## src/idiv_pkg.sv

```systemverilog
`default_nettype none

package idiv_pkg;

    // controller states for one division.
    typedef enum logic [5:0] {
        IDIV_WAIT   = 6'd0,
        IDIV_NEG0   = 6'd1, // negate the divisor if needed.
        IDIV_NEG1   = 6'd2, // negate the dividend.
        IDIV_SHIFT  = 6'd3,
        IDIV_CALC   = 6'd4,
        IDIV_REPAIR = 6'd5,
        IDIV_REMAIN = 6'd6,
        IDIV_QUOT   = 6'd7,
        IDIV_DONE   = 6'd8
    } idiv_state_e;

    // one-hot source select for the partial remainder register.
    typedef enum logic [2:0] {
        OPB_SHIFT     = 3'b001, // adder result shifted left with the next dividend bit.
        OPB_ADDER     = 3'b010,
        OPB_ZERO_FILL = 3'b100  // takes register c, the dividend or the quotient.
    } opb_sel_e;

    // one-hot source select for the dividend and quotient register.
    typedef enum logic [2:0] {
        OPC_SHIFT = 3'b001, // shifts in the quotient bit.
        OPC_ADDER = 3'b010,
        OPC_LOAD  = 3'b100
    } opc_sel_e;

endpackage

`default_nettype wire

```

## src/idiv_controller.sv

```systemverilog
`timescale 1ns/1ps
`default_nettype none

module idiv_controller import idiv_pkg::*; #(
    parameter int width_p = 32
) (
    input  wire       clk_i,
    input  wire       reset_i,
    input  wire       v_i,
    output logic      ready_o,
    input  wire       zero_divisor_i,
    input  wire       signed_div_r_i,
    input  wire       adder_neg_i,
    input  wire       opa_neg_i,
    input  wire       opc_neg_i,
    output logic      opa_sel_o,
    output logic      opa_ld_o,
    output logic      opa_inv_o,
    output logic      opa_clr_l_o,
    output opb_sel_e  opb_sel_o,
    output logic      opb_ld_o,
    output logic      opb_inv_o,
    output logic      opb_clr_l_o,
    output opc_sel_e  opc_sel_o,
    output logic      opc_ld_o,
    output logic      latch_signed_div_o,
    output logic      adder_cin_o,
    output logic      v_o,
    input  wire       yumi_i
);

    localparam int cnt_w_lp = $clog2(width_p + 1);
    localparam logic [cnt_w_lp-1:0] calc_max_lp = cnt_w_lp'(width_p);

    idiv_state_e state_r, state_n;

    logic                q_neg_r;
    logic                r_neg_r;
    logic                neg_ld;
    logic                adder_neg_last_r;
    logic [cnt_w_lp-1:0] calc_cnt_r;
    logic                calc_done;

    assign calc_done = (calc_cnt_r == calc_max_lp);

    always_ff @(posedge clk_i) begin
        if (reset_i) begin
            state_r          <= IDIV_WAIT;
            calc_cnt_r       <= '0;
            q_neg_r          <= 1'b0;
            r_neg_r          <= 1'b0;
            adder_neg_last_r <= 1'b0;
        end else begin
            state_r          <= state_n;
            adder_neg_last_r <= adder_neg_i; // picks add or subtract for the next step.
            if (calc_done) begin
                calc_cnt_r <= '0;
            end else if (state_r == IDIV_CALC) begin
                calc_cnt_r <= calc_cnt_r + 1'b1;
            end
            if (neg_ld) begin
                q_neg_r <= (opa_neg_i ^ opc_neg_i) & signed_div_r_i; // signs differ.
                r_neg_r <= opc_neg_i & signed_div_r_i; // remainder follows the dividend.
            end
        end
    end

    always_comb begin
        opa_sel_o          = 1'b0;
        opa_ld_o           = 1'b0;
        opa_inv_o          = ~adder_neg_last_r;
        opa_clr_l_o        = 1'b1;
        opb_sel_o          = OPB_SHIFT;
        opb_ld_o           = 1'b1;
        opb_inv_o          = 1'b0;
        opb_clr_l_o        = 1'b1;
        opc_sel_o          = OPC_SHIFT;
        opc_ld_o           = 1'b1;
        adder_cin_o        = ~adder_neg_last_r;
        neg_ld             = 1'b0;
        latch_signed_div_o = 1'b0;
        state_n            = IDIV_WAIT;
        case (state_r)
            IDIV_WAIT: begin
                opa_sel_o          = 1'b1; // divisor input.
                opc_sel_o          = OPC_LOAD;
                opa_ld_o           = v_i;
                opc_ld_o           = v_i;
                latch_signed_div_o = v_i;
                state_n            = v_i ? IDIV_NEG0 : IDIV_WAIT;
            end
            IDIV_NEG0: begin
                opa_inv_o   = 1'b1; // adder gives minus a.
                opb_clr_l_o = 1'b0;
                adder_cin_o = 1'b1;
                opb_sel_o   = OPB_ZERO_FILL; // b takes the dividend.
                opc_ld_o    = 1'b0;
                opa_ld_o    = opa_neg_i & signed_div_r_i;
                neg_ld      = 1'b1;
                state_n     = (opc_neg_i & signed_div_r_i) ? IDIV_NEG1 : IDIV_SHIFT;
            end
            IDIV_NEG1: begin
                opa_clr_l_o = 1'b0;
                opb_inv_o   = 1'b1;
                adder_cin_o = 1'b1;
                opb_ld_o    = 1'b0;
                opc_sel_o   = OPC_ADDER;
                state_n     = IDIV_SHIFT;
            end
            IDIV_SHIFT: begin
                opa_clr_l_o = 1'b0; // zero sum, so b starts from the dividend top bit.
                opb_clr_l_o = 1'b0;
                adder_cin_o = 1'b0;
                state_n     = IDIV_CALC;
            end
            IDIV_CALC: begin
                opb_sel_o = calc_done ? OPB_ADDER : OPB_SHIFT;
                if (calc_done) begin
                    state_n = adder_neg_i ? IDIV_REPAIR : IDIV_REMAIN;
                end else begin
                    state_n = IDIV_CALC;
                end
            end
            IDIV_REPAIR: begin
                opa_inv_o   = 1'b0; // add the divisor back.
                adder_cin_o = 1'b0;
                opb_sel_o   = OPB_ADDER;
                opc_ld_o    = 1'b0;
                state_n     = IDIV_REMAIN;
            end
            IDIV_REMAIN: begin
                opa_ld_o    = 1'b1; // a takes the signed remainder.
                opa_clr_l_o = 1'b0;
                opb_inv_o   = r_neg_r;
                adder_cin_o = r_neg_r;
                opb_sel_o   = OPB_ZERO_FILL;
                opc_ld_o    = 1'b0;
                state_n     = (zero_divisor_i | ~q_neg_r) ? IDIV_DONE : IDIV_QUOT;
            end
            IDIV_QUOT: begin
                opa_clr_l_o = 1'b0;
                opb_inv_o   = 1'b1;
                adder_cin_o = 1'b1;
                opb_ld_o    = 1'b0;
                opc_sel_o   = OPC_ADDER;
                state_n     = IDIV_DONE;
            end
            IDIV_DONE: begin
                opb_ld_o = 1'b0; // hold results while the consumer waits.
                opc_ld_o = 1'b0;
                state_n  = yumi_i ? IDIV_WAIT : IDIV_DONE;
            end
            default: begin
                state_n = IDIV_WAIT;
            end
        endcase
    end

    assign ready_o = (state_r == IDIV_WAIT);
    assign v_o     = (state_r == IDIV_DONE);

endmodule

`default_nettype wire

```

## src/idiv_datapath.sv

```systemverilog
`timescale 1ns/1ps
`default_nettype none

module idiv_datapath import idiv_pkg::*; #(
    parameter int width_p = 32
) (
    input  wire                clk_i,
    input  wire                reset_i,
    input  wire  [width_p-1:0] dividend_i,
    input  wire  [width_p-1:0] divisor_i,
    input  wire                signed_div_i,
    input  wire                opa_sel_i,
    input  wire                opa_ld_i,
    input  wire                opa_inv_i,
    input  wire                opa_clr_l_i,
    input  opb_sel_e           opb_sel_i,
    input  wire                opb_ld_i,
    input  wire                opb_inv_i,
    input  wire                opb_clr_l_i,
    input  opc_sel_e           opc_sel_i,
    input  wire                opc_ld_i,
    input  wire                latch_signed_div_i,
    input  wire                adder_cin_i,
    output logic               zero_divisor_o,
    output logic               signed_div_r_o,
    output logic               adder_neg_o,
    output logic               opa_neg_o,
    output logic               opc_neg_o,
    output logic [width_p-1:0] quotient_o,
    output logic [width_p-1:0] remainder_o
);

    logic [width_p:0] opa_r;
    logic [width_p:0] opb_r;
    logic [width_p:0] opc_r;
    logic [width_p:0] opa_mux;
    logic [width_p:0] opb_mux;
    logic [width_p:0] opc_mux;
    logic [width_p:0] add_in0;
    logic [width_p:0] add_in1;
    logic [width_p:0] add_out;
    logic             divisor_msb;
    logic             dividend_msb;

    // operands are sign extended by one bit for a signed division.
    assign divisor_msb  = signed_div_i & divisor_i[width_p-1];
    assign dividend_msb = signed_div_i & dividend_i[width_p-1];

    assign add_in0 = (opa_r ^ {(width_p+1){opa_inv_i}}) & {(width_p+1){opa_clr_l_i}};
    assign add_in1 = (opb_r ^ {(width_p+1){opb_inv_i}}) & {(width_p+1){opb_clr_l_i}};
    assign add_out = add_in0 + add_in1 + {{width_p{1'b0}}, adder_cin_i};

    assign opa_mux = opa_sel_i ? {divisor_msb, divisor_i} : add_out;

    always_comb begin
        case (opb_sel_i)
            OPB_SHIFT:     opb_mux = {add_out[width_p-1:0], opc_r[width_p]};
            OPB_ADDER:     opb_mux = add_out;
            OPB_ZERO_FILL: opb_mux = opc_r;
            default:       opb_mux = opb_r;
        endcase
    end

    always_comb begin
        case (opc_sel_i)
            OPC_SHIFT: opc_mux = {opc_r[width_p-1:0], ~add_out[width_p]}; // new quotient bit.
            OPC_ADDER: opc_mux = add_out;
            OPC_LOAD:  opc_mux = {dividend_msb, dividend_i};
            default:   opc_mux = opc_r;
        endcase
    end

    always_ff @(posedge clk_i) begin
        if (opa_ld_i) begin
            opa_r <= opa_mux;
        end
        if (opb_ld_i) begin
            opb_r <= opb_mux;
        end
        if (opc_ld_i) begin
            opc_r <= opc_mux;
        end
    end

    always_ff @(posedge clk_i) begin
        if (reset_i) begin
            signed_div_r_o <= 1'b0;
        end else if (latch_signed_div_i) begin
            signed_div_r_o <= signed_div_i;
        end
    end

    assign zero_divisor_o = ~|opa_r;
    assign adder_neg_o    = add_out[width_p];
    assign opa_neg_o      = opa_r[width_p];
    assign opc_neg_o      = opc_r[width_p];

    // a ends up with the remainder and c with the quotient.
    assign quotient_o  = opc_r[width_p-1:0];
    assign remainder_o = opa_r[width_p-1:0];

endmodule

`default_nettype wire

```

## src/idiv_iterative.sv

```systemverilog
`timescale 1ns/1ps
`default_nettype none

module idiv_iterative import idiv_pkg::*; #(
    parameter int width_p = 32
) (
    input  wire                clk_i,
    input  wire                reset_i,
    input  wire                v_i,
    output logic               ready_o,
    input  wire  [width_p-1:0] dividend_i,
    input  wire  [width_p-1:0] divisor_i,
    input  wire                signed_div_i,
    output logic               v_o,
    output logic [width_p-1:0] quotient_o,
    output logic [width_p-1:0] remainder_o,
    input  wire                yumi_i
);

    logic     opa_sel;
    logic     opa_ld;
    logic     opa_inv;
    logic     opa_clr_l;
    opb_sel_e opb_sel;
    logic     opb_ld;
    logic     opb_inv;
    logic     opb_clr_l;
    opc_sel_e opc_sel;
    logic     opc_ld;
    logic     latch_signed_div;
    logic     adder_cin;
    logic     zero_divisor;
    logic     signed_div_r;
    logic     adder_neg;
    logic     opa_neg;
    logic     opc_neg;

    idiv_controller #(.width_p(width_p)) controller (
        .clk_i(clk_i),                   .reset_i(reset_i),
        .v_i(v_i),                       .ready_o(ready_o),
        .zero_divisor_i(zero_divisor),   .signed_div_r_i(signed_div_r),
        .adder_neg_i(adder_neg),         .opa_neg_i(opa_neg),
        .opc_neg_i(opc_neg),             .opa_sel_o(opa_sel),
        .opa_ld_o(opa_ld),               .opa_inv_o(opa_inv),
        .opa_clr_l_o(opa_clr_l),         .opb_sel_o(opb_sel),
        .opb_ld_o(opb_ld),               .opb_inv_o(opb_inv),
        .opb_clr_l_o(opb_clr_l),         .opc_sel_o(opc_sel),
        .opc_ld_o(opc_ld),               .latch_signed_div_o(latch_signed_div),
        .adder_cin_o(adder_cin),         .v_o(v_o),
        .yumi_i(yumi_i)
    );

    idiv_datapath #(.width_p(width_p)) datapath (
        .clk_i(clk_i),                   .reset_i(reset_i),
        .dividend_i(dividend_i),         .divisor_i(divisor_i),
        .signed_div_i(signed_div_i),     .opa_sel_i(opa_sel),
        .opa_ld_i(opa_ld),               .opa_inv_i(opa_inv),
        .opa_clr_l_i(opa_clr_l),         .opb_sel_i(opb_sel),
        .opb_ld_i(opb_ld),               .opb_inv_i(opb_inv),
        .opb_clr_l_i(opb_clr_l),         .opc_sel_i(opc_sel),
        .opc_ld_i(opc_ld),               .latch_signed_div_i(latch_signed_div),
        .adder_cin_i(adder_cin),         .zero_divisor_o(zero_divisor),
        .signed_div_r_o(signed_div_r),   .adder_neg_o(adder_neg),
        .opa_neg_o(opa_neg),             .opc_neg_o(opc_neg),
        .quotient_o(quotient_o),         .remainder_o(remainder_o)
    );

endmodule

`default_nettype wire

```

## config.mk

```make
export PLATFORM = sky130hd
export DESIGN_NAME = idiv_iterative
export DESIGN_NICKNAME = d
export VERILOG_FILES = /design/src/idiv_pkg.sv /design/src/idiv_controller.sv /design/src/idiv_datapath.sv /design/src/idiv_iterative.sv
export SDC_FILE = /design/constraint.sdc
export NUM_CORES = 1
export LEC_CHECK = 0
export BUFFER_PORTS_ARGS = -buffer_cell sky130_fd_sc_hd__buf_2
export CAP_MARGIN = 5
export CELL_PAD_IN_SITES_DETAIL_PLACEMENT = 1
export CELL_PAD_IN_SITES_GLOBAL_PLACEMENT = 2
export CORE_MARGIN = 5
export CORE_UTILIZATION = 38
export DETAILED_ROUTE_END_ITERATION = 6
export GPL_TIMING_DRIVEN = 0
export PLACE_DENSITY_LB_ADDON = 0.08
export SKIP_CTS_REPAIR_TIMING = 1
export SLEW_MARGIN = 0
export SYNTH_ARGS = -nofsm -noshare
export SYNTH_HDL_FRONTEND = slang
export SYNTH_SLANG_ARGS = --single-unit
```

## constraint.sdc

```tcl
create_clock -name clk_i -period 6.8 [get_ports clk_i]
set_input_delay 0.68 -clock clk_i [delete_from_list [all_inputs] [get_ports clk_i]]
set_output_delay 0.68 -clock clk_i [all_outputs]
set_load 0.01 [all_outputs]
```

==> results by group <==
Global routing
  • Antenna violations before repair: 0
  • Total gr overflow: 0
  • Vias in the first global route: just under 8000
  • Global-route wire length before repair: roughly 47000 um
  • GRT Resource Usage Total: 25.0%
  • Pin count of the biggest net entering global routing: 25

Yosys
  • Yosys cell types: 67
  • Prevailing post-synth register cell: sky130_fd_sc_hd__edfxtp_1
  • Sequential element share of the synthesized area: 39.6%
  • Most used standard cell by instance count after synthesis: sky130_fd_sc_hd__nand2_1
  • Share of synthesized flip-flops with an asynchronous set or reset: 0%
  • Avg Inst Size Synth: between 8 and 9 um^2
  • Net count of the mapped netlist: a little over 1000
  • Seq cells post-synth: ~110
  • Portion of synthesized cell area occupied by the leading cell type: 36.2%
  • Post-synth EDFFs: just under 100
  • Commonest cells in the netlist: 137 x sky130_fd_sc_hd__nand2_1, 116 x sky130_fd_sc_hd__nor2_1, 99 x sky130_fd_sc_hd__edfxtp_1
  • Netlist area before placement: ~0.0082 mm^2
  • Number of warning messages in the yosys log: 0
  • Synthesized instance count: roughly 930
  • Most area-consuming cells after synthesis: sky130_fd_sc_hd__edfxtp_1 36%, sky130_fd_sc_hd__xnor2_1 8.3%, sky130_fd_sc_hd__nand2_1 6.3%, sky130_fd_sc_hd__ha_1 5.5%, sky130_fd_sc_hd__nor2_1 5.3%
  • Most area-hungry cell type in the Yosys netlist: sky130_fd_sc_hd__edfxtp_1

Clock tree
  • Clock H-tree levels: 4
  • Root Driver: sky130_fd_sc_hd__clkbuf_16
  • Number of buffers created by CTS: 17
  • CTS sink count: 113
  • Clock latency reported for the late side of the worst-skew pair: approximately 0.43 ns
  • Clock-pin slew reported for the worst setup and hold paths after clock tree synthesis: ~0.060 ns
  • TritonCTS clock tree: yes
  • Clock tree buffer depth: 2

Routing
  • Total iterations of the first detailed-routing run: 6
  • Final routed wirelength across all metal layers: slightly above 30000 um
  • Via/cell ratio: roughly 5.7
  • Number of nets with antenna violations after detailed routing: 0
  • Via total after detailed routing: ~7900
  • Number of DRC markers after the initial detailed-route iteration: about 630
  • Remaining DRCs: 0
  • Routed wire length per instance: ~23 um

Timing
  • Unrepaired setup endpoints after global routing: no
  • Actual slew at the worst max-slew pin: around 1.3 ns
  • Setup slack of the critical path after layout: slightly above 1 ns
  • Final-report setup violation count: 0
  • Worst hold margin: 0.492 ns
  • Time the worst path needs with I/O delays and setup: 5.78 ns
  • Final Hold Fails: 0
  • Part of the cycle the worst path needs: a little under nine tenths
  • Headroom to the max-slew limit: 11.0%
  • Final number of max-transition violations: 0
  • Max Freq: about 170 MHz
  • Skew final: ~0.0099 ns
  • Post-route setup TNS: 0 ns

Place
  • Post-Place Setup Slack: roughly 1.2 ns
  • Routability-driven placement congestion ratio: between 0.8 and 0.9
  • Number of port buffers: between 100 and 150
  • Final HPWL DP: between 20000 and 25000 um

Setup path
  • Launch point of the worst path: controller.state_r[1]
  • Register-to-Register Setup Slack: 1.02 ns
  • Reg2reg path depth: 15
  • Delay of the slowest cell on the worst path: 1.03 ns
  • Worst setup EP type: flip-flop
  • Critical R2R Capture: datapath.opc_r[29]
  • Crit path required time: between 6 and 7 ns
  • Top fanout value on the critical path: 10
  • Slowest CP cell: sky130_fd_sc_hd__nor4_1
  • Buffering stage count on the worst path with inverters included: 2
  • Category of the most critical setup path: reg2reg
  • Signal arrival time at the worst endpoint: 5.94 ns
  • Cell family contributing the most delay on the critical path: compound AO/OA/AOI/OAI gates
  • Crit path capture: datapath.opc_r[29]
  • Launch instance of the worst register-to-register path: controller.state_r[1]
  • CP Depth: 15
  • Type of origin of the critical path: flip-flop
  • Worst path cell trace: buf_2 > nand2b_1 > nor2_1 > mux2i_2 > clkbuf_1 > xnor2_1 > nor2_1 > ha_1 > a21oi_1 > o21ai_0 > a221oi_1 > a21oi_1 > nor4_1 > o2bb2a_1 > o21ai_0

Run status
  • Run status: completed

Floorplanning
  • Floorplan core area: between 0.02 and 0.025 mm^2
  • Number of top-level pins: about 140
  • Starting density of the core: between 30% and 40%
  • Standard-cell rows: 53
  • Die X: roughly 160 um
  • Die area: between 0.02 and 0.025 mm^2
  • Die H: between 150 and 200 um

Job
  • Number of max-cap violations: 0

Finish
  • Area taken by multi-input logic gates: approximately 0.0047 mm^2
  • Total of fill cells in the finished design: between 2000 and 3000
  • Number of nets in the layout: between 1000 and 1500
  • Sequential standard cell area: 0.00325 mm^2
  • Utilization of the core after routing: a little under half
  • Synthesis-to-layout area growth: 20.8%
  • Share of post-route cells with drive strength above 1: a little under a fifth

Min path
  • Classification of the worst-slack hold path: reg2reg
-- cells in the final DEF (no fill, tap or decap), types with 4 or more instances in the layout --
master,netlist,routed
sky130_fd_sc_hd__a21o_1,14,14
sky130_fd_sc_hd__a21oi_1,50,49
sky130_fd_sc_hd__a221o_1,7,7
sky130_fd_sc_hd__a22oi_1,35,35
sky130_fd_sc_hd__and3_1,6,6
sky130_fd_sc_hd__buf_2,3,136
sky130_fd_sc_hd__clkbuf_1,52,52
sky130_fd_sc_hd__clkbuf_16,0,20
sky130_fd_sc_hd__dfxtp_1,14,14
sky130_fd_sc_hd__edfxtp_1,99,99
sky130_fd_sc_hd__ha_1,36,36
sky130_fd_sc_hd__inv_1,14,14
sky130_fd_sc_hd__mux2_2,5,5
sky130_fd_sc_hd__mux2i_1,4,4
sky130_fd_sc_hd__nand2_1,137,137
sky130_fd_sc_hd__nand2b_1,9,9
sky130_fd_sc_hd__nand3_1,12,12
sky130_fd_sc_hd__nand4_1,7,7
sky130_fd_sc_hd__nor2_1,116,115
sky130_fd_sc_hd__nor2b_1,8,8
sky130_fd_sc_hd__nor3_1,9,8
sky130_fd_sc_hd__nor4_1,10,10
sky130_fd_sc_hd__o211ai_1,6,6
sky130_fd_sc_hd__o21a_1,8,8
sky130_fd_sc_hd__o21ai_0,81,81
sky130_fd_sc_hd__o21bai_1,6,6
sky130_fd_sc_hd__o221ai_1,10,10
sky130_fd_sc_hd__o2bb2a_1,5,5
sky130_fd_sc_hd__or2_2,4,4
sky130_fd_sc_hd__or3_1,10,10
sky130_fd_sc_hd__or4_1,4,4
sky130_fd_sc_hd__xnor2_1,78,78
sky130_fd_sc_hd__xor2_1,16,16
-- area by class of cell --
type | count | area share, %
multi-input combinational | 743 | 47.4
sequential | 113 | 32.8
timing repair buffer | 138 | 7.44
clock buffer | 23 | 5.46
tap | 275 | 3.47
buffer | 58 | 2.23
clock inverter | 9 | 0.643
inverter | 15 | 0.568
antenna | 1 | 0.0252
-- sequential cells by signal, indices dropped and copies added, names as in the netlist --
register	flops
datapath.opb_r	33
controller.q_neg_r	1
datapath.opc_r	33
controller.state_r	4
datapath.signed_div_r_o	1
controller.r_neg_r	1
datapath.opa_r	33
controller.adder_neg_last_r	1
controller.calc_cnt_r	6
-- worst reg2reg max path, stage by stage (launching register included) --
cell	delay, ns
sky130_fd_sc_hd__dfxtp_1	0.29
sky130_fd_sc_hd__buf_2	0.16
sky130_fd_sc_hd__nand2b_1	0.17
sky130_fd_sc_hd__nor2_1	0.15
sky130_fd_sc_hd__mux2i_2	0.53
sky130_fd_sc_hd__clkbuf_1	0.71
sky130_fd_sc_hd__xnor2_1	0.21
sky130_fd_sc_hd__nor2_1	0.07
sky130_fd_sc_hd__ha_1	0.40
sky130_fd_sc_hd__a21oi_1	0.17
sky130_fd_sc_hd__o21ai_0	0.15
sky130_fd_sc_hd__a221oi_1	0.94
sky130_fd_sc_hd__a21oi_1	0.17
sky130_fd_sc_hd__nor4_1	1.03
sky130_fd_sc_hd__o2bb2a_1	0.30
sky130_fd_sc_hd__o21ai_0	0.07
-- worst min-delay path by stage --
stage                                   from                        to  slack, ns  cells after the start
floorplan                 controller.q_neg_r        controller.q_neg_r       0.45                      2
global placement    controller.calc_cnt_r[5]  controller.calc_cnt_r[5]       0.47                      2
detailed placement  controller.calc_cnt_r[5]  controller.calc_cnt_r[5]       0.49                      2
CTS                 controller.calc_cnt_r[5]  controller.calc_cnt_r[5]       0.50                      2
global route                   divisor_i[16]        datapath.opa_r[16]       0.52                      3
finish              controller.calc_cnt_r[5]  controller.calc_cnt_r[5]       0.49                      2
-- kinds of logic after synthesis --
logic type	after synthesis	share of synthesized area [%]
simple gates	342	18.4
compound gates	258	21.1
flops	113	39.6
xor+xnor	95	10.2
buf+inv	73	3.38
fa+ha+maj	38	5.97
mux	10	1.34
-- through the flow --
step,cells,cell area [um^2]
floorplan,929,8210
global placement,1337,9220
detailed placement,1342,9310
CTS,1374,9920
global route,1374,9920
finish,1375,9920
-- routing by layer --
layer  global-route usage (%)  vias to the layer above  share of wire, %
met3                     3.30                       38               6.4
met1                     37.6                     3823                48
met4                     6.49                        0               1.6
met2                     38.0                      304                44
li1                         -                     3693                 -
met5                        0                        -                 0
Power is not shown: default switching activity piles up to over one toggle a cycle in this logic, so the estimate is an artifact.
